===== src/rtl/exu_isa_pkg.sv =====
`default_nettype none

package exu_isa_pkg;

  // datapath width, the word ops below depend on 64
  localparam int XLEN = 64;

  // operation codes, anything from 27 up is illegal
  typedef enum logic [4:0] {
    op_add    = 5'd0,
    op_sub    = 5'd1,
    op_addw   = 5'd2,
    op_addi   = 5'd3,
    op_addiw  = 5'd4,
    op_sltiu  = 5'd5,
    op_srai   = 5'd6,
    op_slliw  = 5'd7,
    op_divw   = 5'd8,
    op_lui    = 5'd9,
    op_auipc  = 5'd10,
    op_jal    = 5'd11,
    op_jalr   = 5'd12,
    op_beq    = 5'd13,
    op_bge    = 5'd14,
    op_ld     = 5'd15,
    op_lw     = 5'd16,
    op_lwu    = 5'd17,
    op_lh     = 5'd18,
    op_lhu    = 5'd19,
    op_lb     = 5'd20,
    op_lbu    = 5'd21,
    op_sd     = 5'd22,
    op_sw     = 5'd23,
    op_sh     = 5'd24,
    op_sb     = 5'd25,
    op_ebreak = 5'd26
  } exu_op_e;

  typedef enum logic [1:0] {
    trap_none    = 2'd0,
    trap_ebreak  = 2'd1,
    trap_illegal = 2'd2
  } exu_trap_e;

  typedef enum logic [1:0] {
    mk_none  = 2'd0,
    mk_load  = 2'd1,
    mk_store = 2'd2
  } exu_mem_kind_e;

  function automatic exu_mem_kind_e mem_kind_of(input exu_op_e op);
    case (op)
      op_ld, op_lw, op_lwu, op_lh, op_lhu, op_lb, op_lbu: return mk_load;
      op_sd, op_sw, op_sh, op_sb: return mk_store;
      default: return mk_none;
    endcase
  endfunction

  // log2 of the access size in bytes
  function automatic logic [1:0] mem_size_of(input exu_op_e op);
    case (op)
      op_ld, op_sd: return 2'd3;
      op_lw, op_lwu, op_sw: return 2'd2;
      op_lh, op_lhu, op_sh: return 2'd1;
      default: return 2'd0;
    endcase
  endfunction

endpackage

`default_nettype wire


===== src/rtl/exu_pipe_pkg.sv =====
`default_nettype none

package exu_pipe_pkg;

  import exu_isa_pkg::*;

  // one decoded operation as it enters the core
  typedef struct packed {
    exu_op_e         op;
    logic [XLEN-1:0] src1;
    logic [XLEN-1:0] src2;
    logic [XLEN-1:0] imm;
    logic [XLEN-1:0] pc;
  } exu_issue_t;

  // issue to alu
  typedef struct packed {
    exu_op_e         op;
    logic [XLEN-1:0] src1;
    logic [XLEN-1:0] src2;
    logic [XLEN-1:0] imm;
    logic [XLEN-1:0] pc;
    exu_mem_kind_e   mem_kind;
    logic [XLEN-1:0] ea;
  } exu_ex_t;

  // alu to memory
  typedef struct packed {
    exu_op_e         op;
    exu_mem_kind_e   mem_kind;
    logic [XLEN-1:0] ea;
    logic [XLEN-1:0] sdata;
    logic [XLEN-1:0] alu_res;
    logic [XLEN-1:0] dnpc;
    exu_trap_e       trap;
  } exu_mem_t;

  typedef struct packed {
    logic [XLEN-1:0] result;
    logic [XLEN-1:0] dnpc;
    exu_trap_e       trap;
  } exu_result_t;

endpackage

`default_nettype wire


===== src/rtl/exu_issue_stage.sv =====
`timescale 1ns/100ps
`default_nettype none

module exu_issue_stage
  import exu_isa_pkg::*, exu_pipe_pkg::*;
(
  input  wire logic       clk,
  input  wire logic       rst,
  input  wire logic       in_valid,
  input  wire exu_issue_t in_op,
  output logic            ex_valid,
  output exu_ex_t         ex
);

  exu_mem_kind_e   kind;
  logic [XLEN-1:0] ea_next;

  assign kind = mem_kind_of(in_op.op);

  // loads address off src2, stores off the immediate
  always_comb begin
    case (kind)
      mk_load:  ea_next = in_op.src1 + in_op.src2;
      mk_store: ea_next = in_op.src1 + in_op.imm;
      default:  ea_next = '0;
    endcase
  end

  always_ff @(posedge clk) begin
    if (rst) begin
      ex_valid <= 1'b0;
    end else begin
      ex_valid <= in_valid;
    end
  end

  always_ff @(posedge clk) begin
    if (in_valid) begin
      ex.op       <= in_op.op;
      ex.src1     <= in_op.src1;
      ex.src2     <= in_op.src2;
      ex.imm      <= in_op.imm;
      ex.pc       <= in_op.pc;
      ex.mem_kind <= kind;
      ex.ea       <= ea_next;
    end
  end

endmodule

`default_nettype wire


===== config.mk =====
export PLATFORM = sky130hd
export DESIGN_NAME = exu_issue_stage
export DESIGN_NICKNAME = d
export VERILOG_FILES = /design/src/rtl/exu_isa_pkg.sv /design/src/rtl/exu_pipe_pkg.sv /design/src/rtl/exu_issue_stage.sv
export SDC_FILE = /design/constraint.sdc
export NUM_CORES = 1
export LEC_CHECK = 0
export ABC_CLOCK_PERIOD_IN_PS = 7100
export BUFFER_PORTS_ARGS = -buffer_cell sky130_fd_sc_hd__buf_2
export CORE_ASPECT_RATIO = 0.5
export CORE_MARGIN = 5
export CORE_UTILIZATION = 35
export DETAILED_ROUTE_END_ITERATION = 7
export SYNTH_ARGS = -nofsm -noshare
export SYNTH_HDL_FRONTEND = slang
export SYNTH_SLANG_ARGS = --single-unit

===== constraint.sdc =====
create_clock -name clk -period 7.1 [get_ports clk]
set_clock_uncertainty 0.2 [all_clocks]
set_input_delay 0.71 -clock clk [delete_from_list [all_inputs] [get_ports clk]]
set_output_delay 0.71 -clock clk [all_outputs]
set_load 0.02 [all_outputs]

==> results of run 1 <==
==> cell usage in the layout, fill, tap and decap left out, types with 25 or more instances in the layout <==
cell type / instances
buf_2: 590
edfxtp_1: 327
nor2_1: 90
a21oi_1: 82
ha_1: 69
mux2_2: 65
nand2_1: 57
o21ai_0: 39
a21o_1: 31
clkbuf_16: 31
inv_1: 29
xnor2_1: 25
==> power by group through the flow <==
stage / logic (uW) / clock network, uW / registers (uW)
floorplan: 423 / 0 / 2630
global placement: 1110 / 0 / 2400
detailed placement: 1110 / 0 / 2400
CTS: 1120 / 1780 / 2360
global route: 1190 / 1870 / 2380
finish: 1110 / 1730 / 2360
==> layout make-up <==
class                           instances  area share [%]
Sequential cell                       328            50.2
Multi-Input combinational cell        682            24.9
Timing Repair Buffer                  594            15.3
Clock buffer                           39            4.11
Tap cell                              577            3.68
Clock inverter                         18            1.20
Inverter                               29           0.555
Antenna cell                            1          0.0128
==> kinds of logic after synthesis <==
family	Yosys count	share of synthesized area (%)
flip-flops	328	65.8
multiplexers	69	5.21
adder cells (fa/ha/maj)	71	5.99
AND/OR/NAND/NOR	255	8.08
AO/OA/AOI/OAI	244	10.8
buffers and inverters	62	1.56
XOR/XNOR	43	2.52
==> metal layers <==
layer	global-route usage, %	vias to the layer above
li1	-	5304
met5	0	-
met4	5.01	2
met3	3.64	64
met1	27.1	5519
met2	35.5	298
==> how the worst max path moves through the flow <==
stage / startpoint / end / cells after the start
floorplan: in_op[259] / ex[57] / 17
global placement: in_op[259] / ex[42] / 18
detailed placement: in_op[259] / ex[58] / 17
CTS: in_op[259] / ex[58] / 17
global route: in_op[259] / ex[56] / 18
finish: in_op[259] / ex[58] / 18
==> sequential cells by signal, summed over array words and instances (netlist names) <==
name,count
ex,327
ex_valid,1
==> metrics by stage <==
step / hold WS [ns] / instance area [um2]
after floorplan: 0.582 / 14900
after global placement: 0.665 / 18600
after detailed placement: 0.676 / 18600
after CTS: 0.0506 / 19600
after global routing: 0.0494 / 19600
final: 0.0867 / 19600
==> impl_metrics.toml, run 1 <==
[outcome]
outcome = "finished, final reports clean"

[logic_synthesis]
syn_area_um2 = 14900
ys_async_sr_fraction_pct = 0
synth_top_cell_by_area = "edfxtp_1"
ys_ff_latch = 328
ys.warnings.count = 0
synth_fp_nets = 1407
yosysMostFrequentCell = "edfxtp_1"
syn-instance-count = 1072
synth_edf_count = 327
avgSynthCellArea_um2 = 13.9
synth.area.top_cells = "edfxtp_1 66%, ha_1 5.9%, mux2_2 4.9%, a21oi_1 2.7%, nor2_1 2.3%"
synth.top_cell.area_share_pct = 65.7
synth.distinct_cells = 62
synth_common_cells = "327 x edfxtp_1, 90 x nor2_1, 82 x a21oi_1"
yosysSeqAreaShare_pct = 65.8
synth_ff_type = "edfxtp_1"

[clock_network]
post-cts-setup-buffers = 0
clock_sinks = 328
clk_pin_slew_ns = 0.06
root_buffer = "clkbuf_16"
cts_hold_buf = 0
cts_tree = "yes"
cts_buffers = 31
cts_resized = 0
clk_path_buf_depth = 3
htreeDepth = 1

[min_path]
min_to = "ex_valid"
holdPathStages = 2
worstHoldStart = "rst"
hold_class = "input pin to flop"

[drt]
wl_per_cell_um = 22.6
vias = 11187
ant_nets = 0
wl_met3_mm = 2.63
first_pass_iters = 7
wl_met1_mm = 21.4
avgViaCountPerCell = 4.93
wl_met2_mm = 25.9
drt_iter0_drc = 996
drc = 0
highest_layer = "met5"
drt_wl_total_mm = 51.2

[layout]
area_growth_syn_to_layout_pct = 31.2
seq_area_um2 = 9840
fin_util_pct = 46.6
multi_input_area_um2 = 4890
finalNonFillerCells = 2268
drive_gt1_share_pct = 43.1
finalNetCount = 2001
n_fill_cell = 3912

[sta]
fin_crit_sh_pct = 76.6
worstMarginPinSlew_ns = 1.04
finalSetupViolCount = 0
timing.fmax_ghz = 0.184
setup_ws_ns = 1.66
hold_viol = 0
rsz0062_at_grt = "false"
slew_viol_final = 0
fin_crit_ns = 5.44
slew_headroom_pct = 30.5
fin_tns_setup_ns = 0

[die]
dieArea_um2 = 47200
initial_core_util_pct = 35.5
core_um2 = 42100
pin_count = 592
die_x_um = 302
die_y_um = 156
num_rows = 53

[worst_setup_path]
crit_path_end_kind = "flop"
cp_cell_sequence = "buf_2 -> inv_1 -> or3_1 -> a21boi_0 -> ha_4 -> mux2_2 -> ha_1 -> inv_1 -> fa_1 -> and2b_1 -> o31a_1 -> o211ai_2 -> a2111oi_2 -> o211ai_1 -> a21oi_1 -> nor2_1 -> o21bai_1 -> mux2_2"
crit_type = "input pin to flop"
critPathSlowestCell = "a2111oi_2"
path_max_fanout = 27
slowest_delay_ns = 0.66
crit_arrival_ns = 5.57
cp-start-kind = "input pin"
crit_family = "compound AO/OA/AOI/OAI gates"
path_buf_inv = 3
cp.required_ns = 7.23

[global_routing]
grt_pass1_vias = 11004
grt_start_max_net_pins = 131
antenna_found_initial = 2
grtUsageTotal_pct = 20.5
grt-ovfl-total = 0
grt_pass1_wl_mm = 72.6

[power]
seqPwrFrac_pct = 45.4
internal_power_uw = 3690
p_comb_share_pct = 21.3
p_leak_uw = 0.00815
ir_worst_vdd_mv = 0.176
netSwitchingPower_uw = 1510
clock_power_share_pct = 33.3
power_density_nw_per_um2 = 266
p_sw_share_pct = 29.0
total_power_uw = 5210

[flow_run]
cap_violations = 0

[placement]
place.gp.congestion = 0.920
hpwl_mm = 41.0
place_inst = 2210
post-place-ws_ns = 1.07
numPortBuffers = 591
No activity file was read; power rests on OpenSTA's default activity.
==> run 2: changes to the inputs <==
- ABC_CLOCK_PERIOD_IN_PS: 7100 -> 5290
- clock period: 7.1 -> 5.29 ns (I/O delays scaled with it)
==> run 2 against run 1 <==
Clock power increased by 31%. Die area unchanged. Setup slack worse by 1.5 ns. Critical path type unchanged. Largest power group unchanged.
==> impl_metrics.toml, run 2 (synthesis gave the netlist of run 1 again) <==
[clock_network]
root_buffer = "clkbuf_16"
clk_pin_slew_ns = 0.07
cts_buffers = 31
clk_path_buf_depth = 3
cts_tree = "yes"
clock_sinks = 328
htreeDepth = 1

[die]
dieArea_um2 = 47200
num_rows = 53
core_um2 = 42100
die_y_um = 156
die_x_um = 302
pin_count = 592
initial_core_util_pct = 35.5

[placement]
place_area_um2 = 18800
post-place-ws_ns = 0.0259
hpwl_mm = 41.4
numPortBuffers = 591
place.gp.congestion = 0.906

[layout]
multi_input_area_um2 = 4990
final_cell_mix = "590 x buf_2, 327 x edfxtp_1, 259 x dlygate4sd3_1"
largest_reg_flops = 327
regMostFlops = "ex"
layout_commonest_cell = "buf_2"
finalNetCount = 2291
largestRegisters = "ex: 327 flops, ex_valid: 1 flops"
seq_area_um2 = 9840
area_growth_syn_to_layout_pct = 50.9
final_area_um2 = 22600
n_fill_cell = 3568
drive_gt1_share_pct = 39.1

[min_path]
worstHoldStart = "in_op[97]"
holdPathStages = 1
hold_class = "input pin to flop"
min_to = "ex[163]"

[worst_setup_path]
cp-start-kind = "input pin"
cp_cell_sequence = "dlygate4sd3_1 -> buf_2 -> inv_1 -> or3_1 -> a21boi_1 -> buf_4 -> ha_4 -> buf_12 -> mux2_2 -> ha_1 -> a21o_1 -> a21o_1 -> a221o_1 -> a21o_1 -> o311a_1 -> or3_4 -> o2bb2ai_2 -> a21oi_2 -> mux2_1"
cp.required_ns = 5.43
cp_common_cell = "a21o_1"
critPathSlowestCell = "dlygate4sd3_1"
crit_type = "input pin to flop"
crit_arrival_ns = 5.26
crit_family = "compound AO/OA/AOI/OAI gates"
slowest_delay_ns = 0.52
crit_path_end_kind = "flop"
path_max_fanout = 11
path_buf_inv = 5

[sta]
whs_ns = 0.0502
worstMarginPinSlew_ns = 0.942
rsz0062_at_grt = "false"
finalSetupViolCount = 0
timing.fmax_ghz = 0.195
slew_viol_final = 0
fin_tns_setup_ns = 0
setup_ws_ns = 0.171
fin_crit_ns = 5.12
fin_crit_sh_pct = 96.8
hold_viol = 0
slew_headroom_pct = 37.2

[drt]
drt_iter0_drc = 1008
ant_nets = 0
wl_per_cell_um = 21.6
drt_wl_total_mm = 55.4
drc = 0
first_pass_iters = 5
avgViaCountPerCell = 4.92
vias = 12587

[global_routing]
grt_start_max_net_pins = 126
antenna_found_initial = 3
grt_pass1_vias = 12798
grtUsageTotal_pct = 22.1
grt-ovfl-total = 0
grt_pass1_wl_mm = 78.8

[power]
total_power_uw = 7150
ir_worst_vdd_mv = 0.246
p_leak_uw = 0.00941
power_density_nw_per_um2 = 317

[flow_run]
cap_violations = 0

[outcome]
outcome = "finished, final reports clean"
-- run 2: cell types whose count changed in the layout (fill, tap and decap cells not counted), sizes merged, moves of 2 or more --
cell	delta
dlygate4sd3	+259
bufinv	-2
inv	+3
buf	+30
clkbuf	-5
clkinv	+5
-- run 2: worst max-delay path by stage --
stage                          start  endpoint  depth (start not counted)
final                     in_op[259]    ex[57]                         19
after CTS                 in_op[257]    ex[56]                         19
after global placement    in_op[259]    ex[55]                         19
after global routing      in_op[259]    ex[57]                         19
after detailed placement  in_op[259]    ex[56]                         19
after floorplan           in_op[259]    ex[57]                         17
-- run 2: report_power, final --
group	internal [uW]	total [uW]	switching, uW
clock network	1230	2260	1040
logic	669	1710	1040
registers	3120	3170	55.7
-- run 2: layout make-up --
cell class / instances / share of cell area [%]
antenna: 2 / 0.0222
timing repair buffer: 884 / 26.1
clock buffer: 33 / 3.47
inverter: 29 / 0.483
multi-input combinational: 682 / 22.1
clock inverter: 25 / 0.971
sequential: 328 / 43.6
tap: 577 / 3.20
-- run 2: routing by layer --
metal | track usage, % | wire [um] | vias to the layer above
met1 | 27.1 | 21900 | 6156
li1 | - | - | 5887
met5 | 0 | 9 | -
met4 | 7.48 | 2020 | 2
met3 | 4.73 | 3500 | 113
met2 | 39.1 | 27900 | 429
-- run 2: timing repair --
item                                    CTS  global route
hold buffers                            259             0
endpoints found under the setup margin    0            17
hold endpoints to repair                259             0
buffers inserted                          0             4
gates resized for setup                   0            19
-- run 2: through the flow --
stage,util (%),instances
after floorplan,-,1072
after global routing,53.5,2558
after global placement,44.6,2236
after CTS,53.2,2553
final,53.6,2560
after detailed placement,44.6,2236
==> run 3: changes to the inputs <==
- ABC_AREA: unset -> 1
==> run 3 against run 2 <==
Critical path depth unchanged. Sequential power is 1% higher. Hold slack lost 0.031 ns. Sequential cell count stayed put. Utilization fell by 3.0 points. Via count up 25%. Critical path type unchanged. Largest cell class unchanged.
==> impl_metrics.toml, run 3 <==
[drt]
drc = 0
first_pass_iters = 5
vias = 15699
ant_nets = 0
wl_per_cell_um = 20.2
drt_iter0_drc = 1357
drt_wl_total_mm = 67.1
avgViaCountPerCell = 4.73

[die]
num_rows = 57
die_y_um = 166
dieArea_um2 = 53500
core_um2 = 48400
die_x_um = 322
pin_count = 592
initial_core_util_pct = 35.2

[logic_synthesis]
synth.distinct_cells = 33
syn_area_um2 = 17000
avgSynthCellArea_um2 = 9.58
syn-instance-count = 1778
synth_edf_count = 327
ys_ff_latch = 328
synth_top_cell_by_area = "edfxtp_1"
yosysMostFrequentCell = "nand2_1"
ys.warnings.count = 0
synth_fp_nets = 2113
ys_async_sr_fraction_pct = 0
synth.area.top_cells = "edfxtp_1 58%, nand2_1 12%, inv_1 7.2%, ha_1 5.1%, mux2_2 4.1%"
yosysSeqAreaShare_pct = 57.7
synth_common_cells = "548 x nand2_1, 327 x edfxtp_1, 326 x inv_1"
synth_ff_type = "edfxtp_1"
synth.top_cell.area_share_pct = 57.6

[global_routing]
grt_pass1_wl_mm = 96.7
grtUsageTotal_pct = 24.0
antenna_found_initial = 2
grt-ovfl-total = 0
grt_start_max_net_pins = 104
grt_pass1_vias = 15060

[sta]
worstMarginPinSlew_ns = 0.923
fin_crit_sh_pct = 85.1
fin_tns_setup_ns = 0
slew_headroom_pct = 38.4
slew_viol_final = 0
fin_crit_ns = 4.50
hold_viol = 0
rsz0062_at_grt = "false"
timing.fmax_ghz = 0.222
finalSetupViolCount = 0
setup_ws_ns = 0.787

[power]
p_leak_uw = 0.0118
ir_worst_vdd_mv = 0.172
power_density_nw_per_um2 = 312

[layout]
area_growth_syn_to_layout_pct = 43.4
finalNetCount = 2982
final_cell_mix = "590 x buf_2, 548 x nand2_1, 327 x edfxtp_1"
drive_gt1_share_pct = 29.8
fin_util_pct = 50.5
largestRegisters = "ex: 327 flops, ex_valid: 1 flops"
layout_commonest_cell = "buf_2"
n_fill_cell = 4531
largest_reg_flops = 327
regMostFlops = "ex"

[min_path]
holdPathStages = 1
hold_class = "input pin to flop"
min_to = "ex[225]"
worstHoldStart = "in_op[159]"

[clock_network]
clk_path_buf_depth = 3
root_buffer = "clkbuf_16"
cts_tree = "yes"
clock_sinks = 328
htreeDepth = 2
clk_pin_slew_ns = 0.07
cts_resized = 0
cts_buffers = 35

[placement]
hpwl_mm = 52.5
post-place-ws_ns = 0.817
place.gp.congestion = 0.973
numPortBuffers = 591

[flow_run]
cap_violations = 0

[worst_setup_path]
crit_path_end_kind = "flop"
crit_type = "input pin to flop"
cp.required_ns = 5.40
path_max_fanout = 24
crit_arrival_ns = 4.61
cp-start-kind = "input pin"

[outcome]
outcome = "finished, final reports clean"
-- run 3: cell count changes in the layout (fill, tap and decap cells not counted), sizes merged, moves of 17 or more --
cell / delta
nand2: +530
buf: -27
nor2: +60
xnor2: -25
inv: +300
nand3: +47
xor2: -17
a21o: -31
-- run 3: metal layers --
| metal | vias to the layer above | share of wire [%] | GRT usage [%] | wire [um] |
|---|---|---|---|---|
| met5 | - | 0 | 0 | 0 |
| met2 | 618 | 47 | 38.9 | 31500 |
| met3 | 109 | 8.0 | 5.69 | 5350 |
| met1 | 7459 | 42 | 32.5 | 28400 |
| li1 | 7513 | - | - | - |
| met4 | 0 | 2.8 | 6.20 | 1850 |
-- run 3: what timing repair did --
item	CTS	global route
hold endpoints to repair	245	3
endpoints found under the setup margin	0	0
setup buffers	0	0
hold buffers	245	3
-- run 3: cells by family after synthesis --
group,after synthesis,synth area share (%)
XOR/XNOR,1,0.0514
AO/OA/AOI/OAI,135,4.20
buffers and inverters,342,7.64
AND/OR/NAND/NOR,838,21.0
multiplexers,63,4.16
flip-flops,328,57.7
adder cells (fa/ha/maj),71,5.26
-- run 3: final cells by class --
| class | count | area (um2) | share of cell area (%) |
|---|---|---|---|
| flip-flops and latches | 328 | 9840 | 40.3 |
| well taps | 649 | 812 | 3.32 |
| clock inverters | 22 | 196 | 0.804 |
| repair buffers | 845 | 5550 | 22.7 |
| clock buffers | 38 | 887 | 3.63 |
| inverters | 329 | 1230 | 5.06 |
| multi-input cells | 1108 | 5910 | 24.2 |
| diodes | 1 | 2.50 | 0.0102 |
-- run 3: how the worst max path moves through the flow --
stage / startpoint / end / depth (start not counted)
after global placement: in_op[259] / ex[51] / 18
after floorplan: in_op[259] / ex[60] / 22
final: in_op[258] / ex[51] / 19
after global routing: in_op[257] / ex[51] / 19
after detailed placement: in_op[257] / ex[51] / 18
after CTS: in_op[257] / ex[51] / 19
-- run 3: critical path: stages --
cell           delay [ns]
dlygate4sd3_1        0.54
buf_2                0.14
nand2_1              0.06
a21oi_1              0.17
o21a_1               0.21
ha_4                 0.22
buf_4                0.36
mux2_2               0.39
ha_1                 0.38
nand2_1              0.14
nor2_1               0.29
nand2_1              0.14
inv_1                0.12
nand2_1              0.12
nor3_1               0.37
nand2_1              0.16
nand3_1              0.09
and2_1               0.12
nor2_1               0.04
-- run 3: power by group --
group / internal, uW / switching (uW)
combinational: 666 / 1310
sequential: 3140 / 73.1
clock: 1330 / 1120
-- run 3: metrics by stage --
| step | instance area, um2 | total power (uW) | hold WS (ns) | cells |
|---|---|---|---|---|
| after floorplan | 17000 | 4280 | 0.400 | 1778 |
| after global placement | 20900 | 5050 | 0.486 | 3011 |
| after detailed placement | 20900 | 5060 | 0.498 | 3011 |
| after CTS | 24400 | 7660 | 0.000134 | 3316 |
| after global routing | 24400 | 7950 | 0.00171 | 3320 |
| final | 24400 | 7630 | 0.0192 | 3320 |
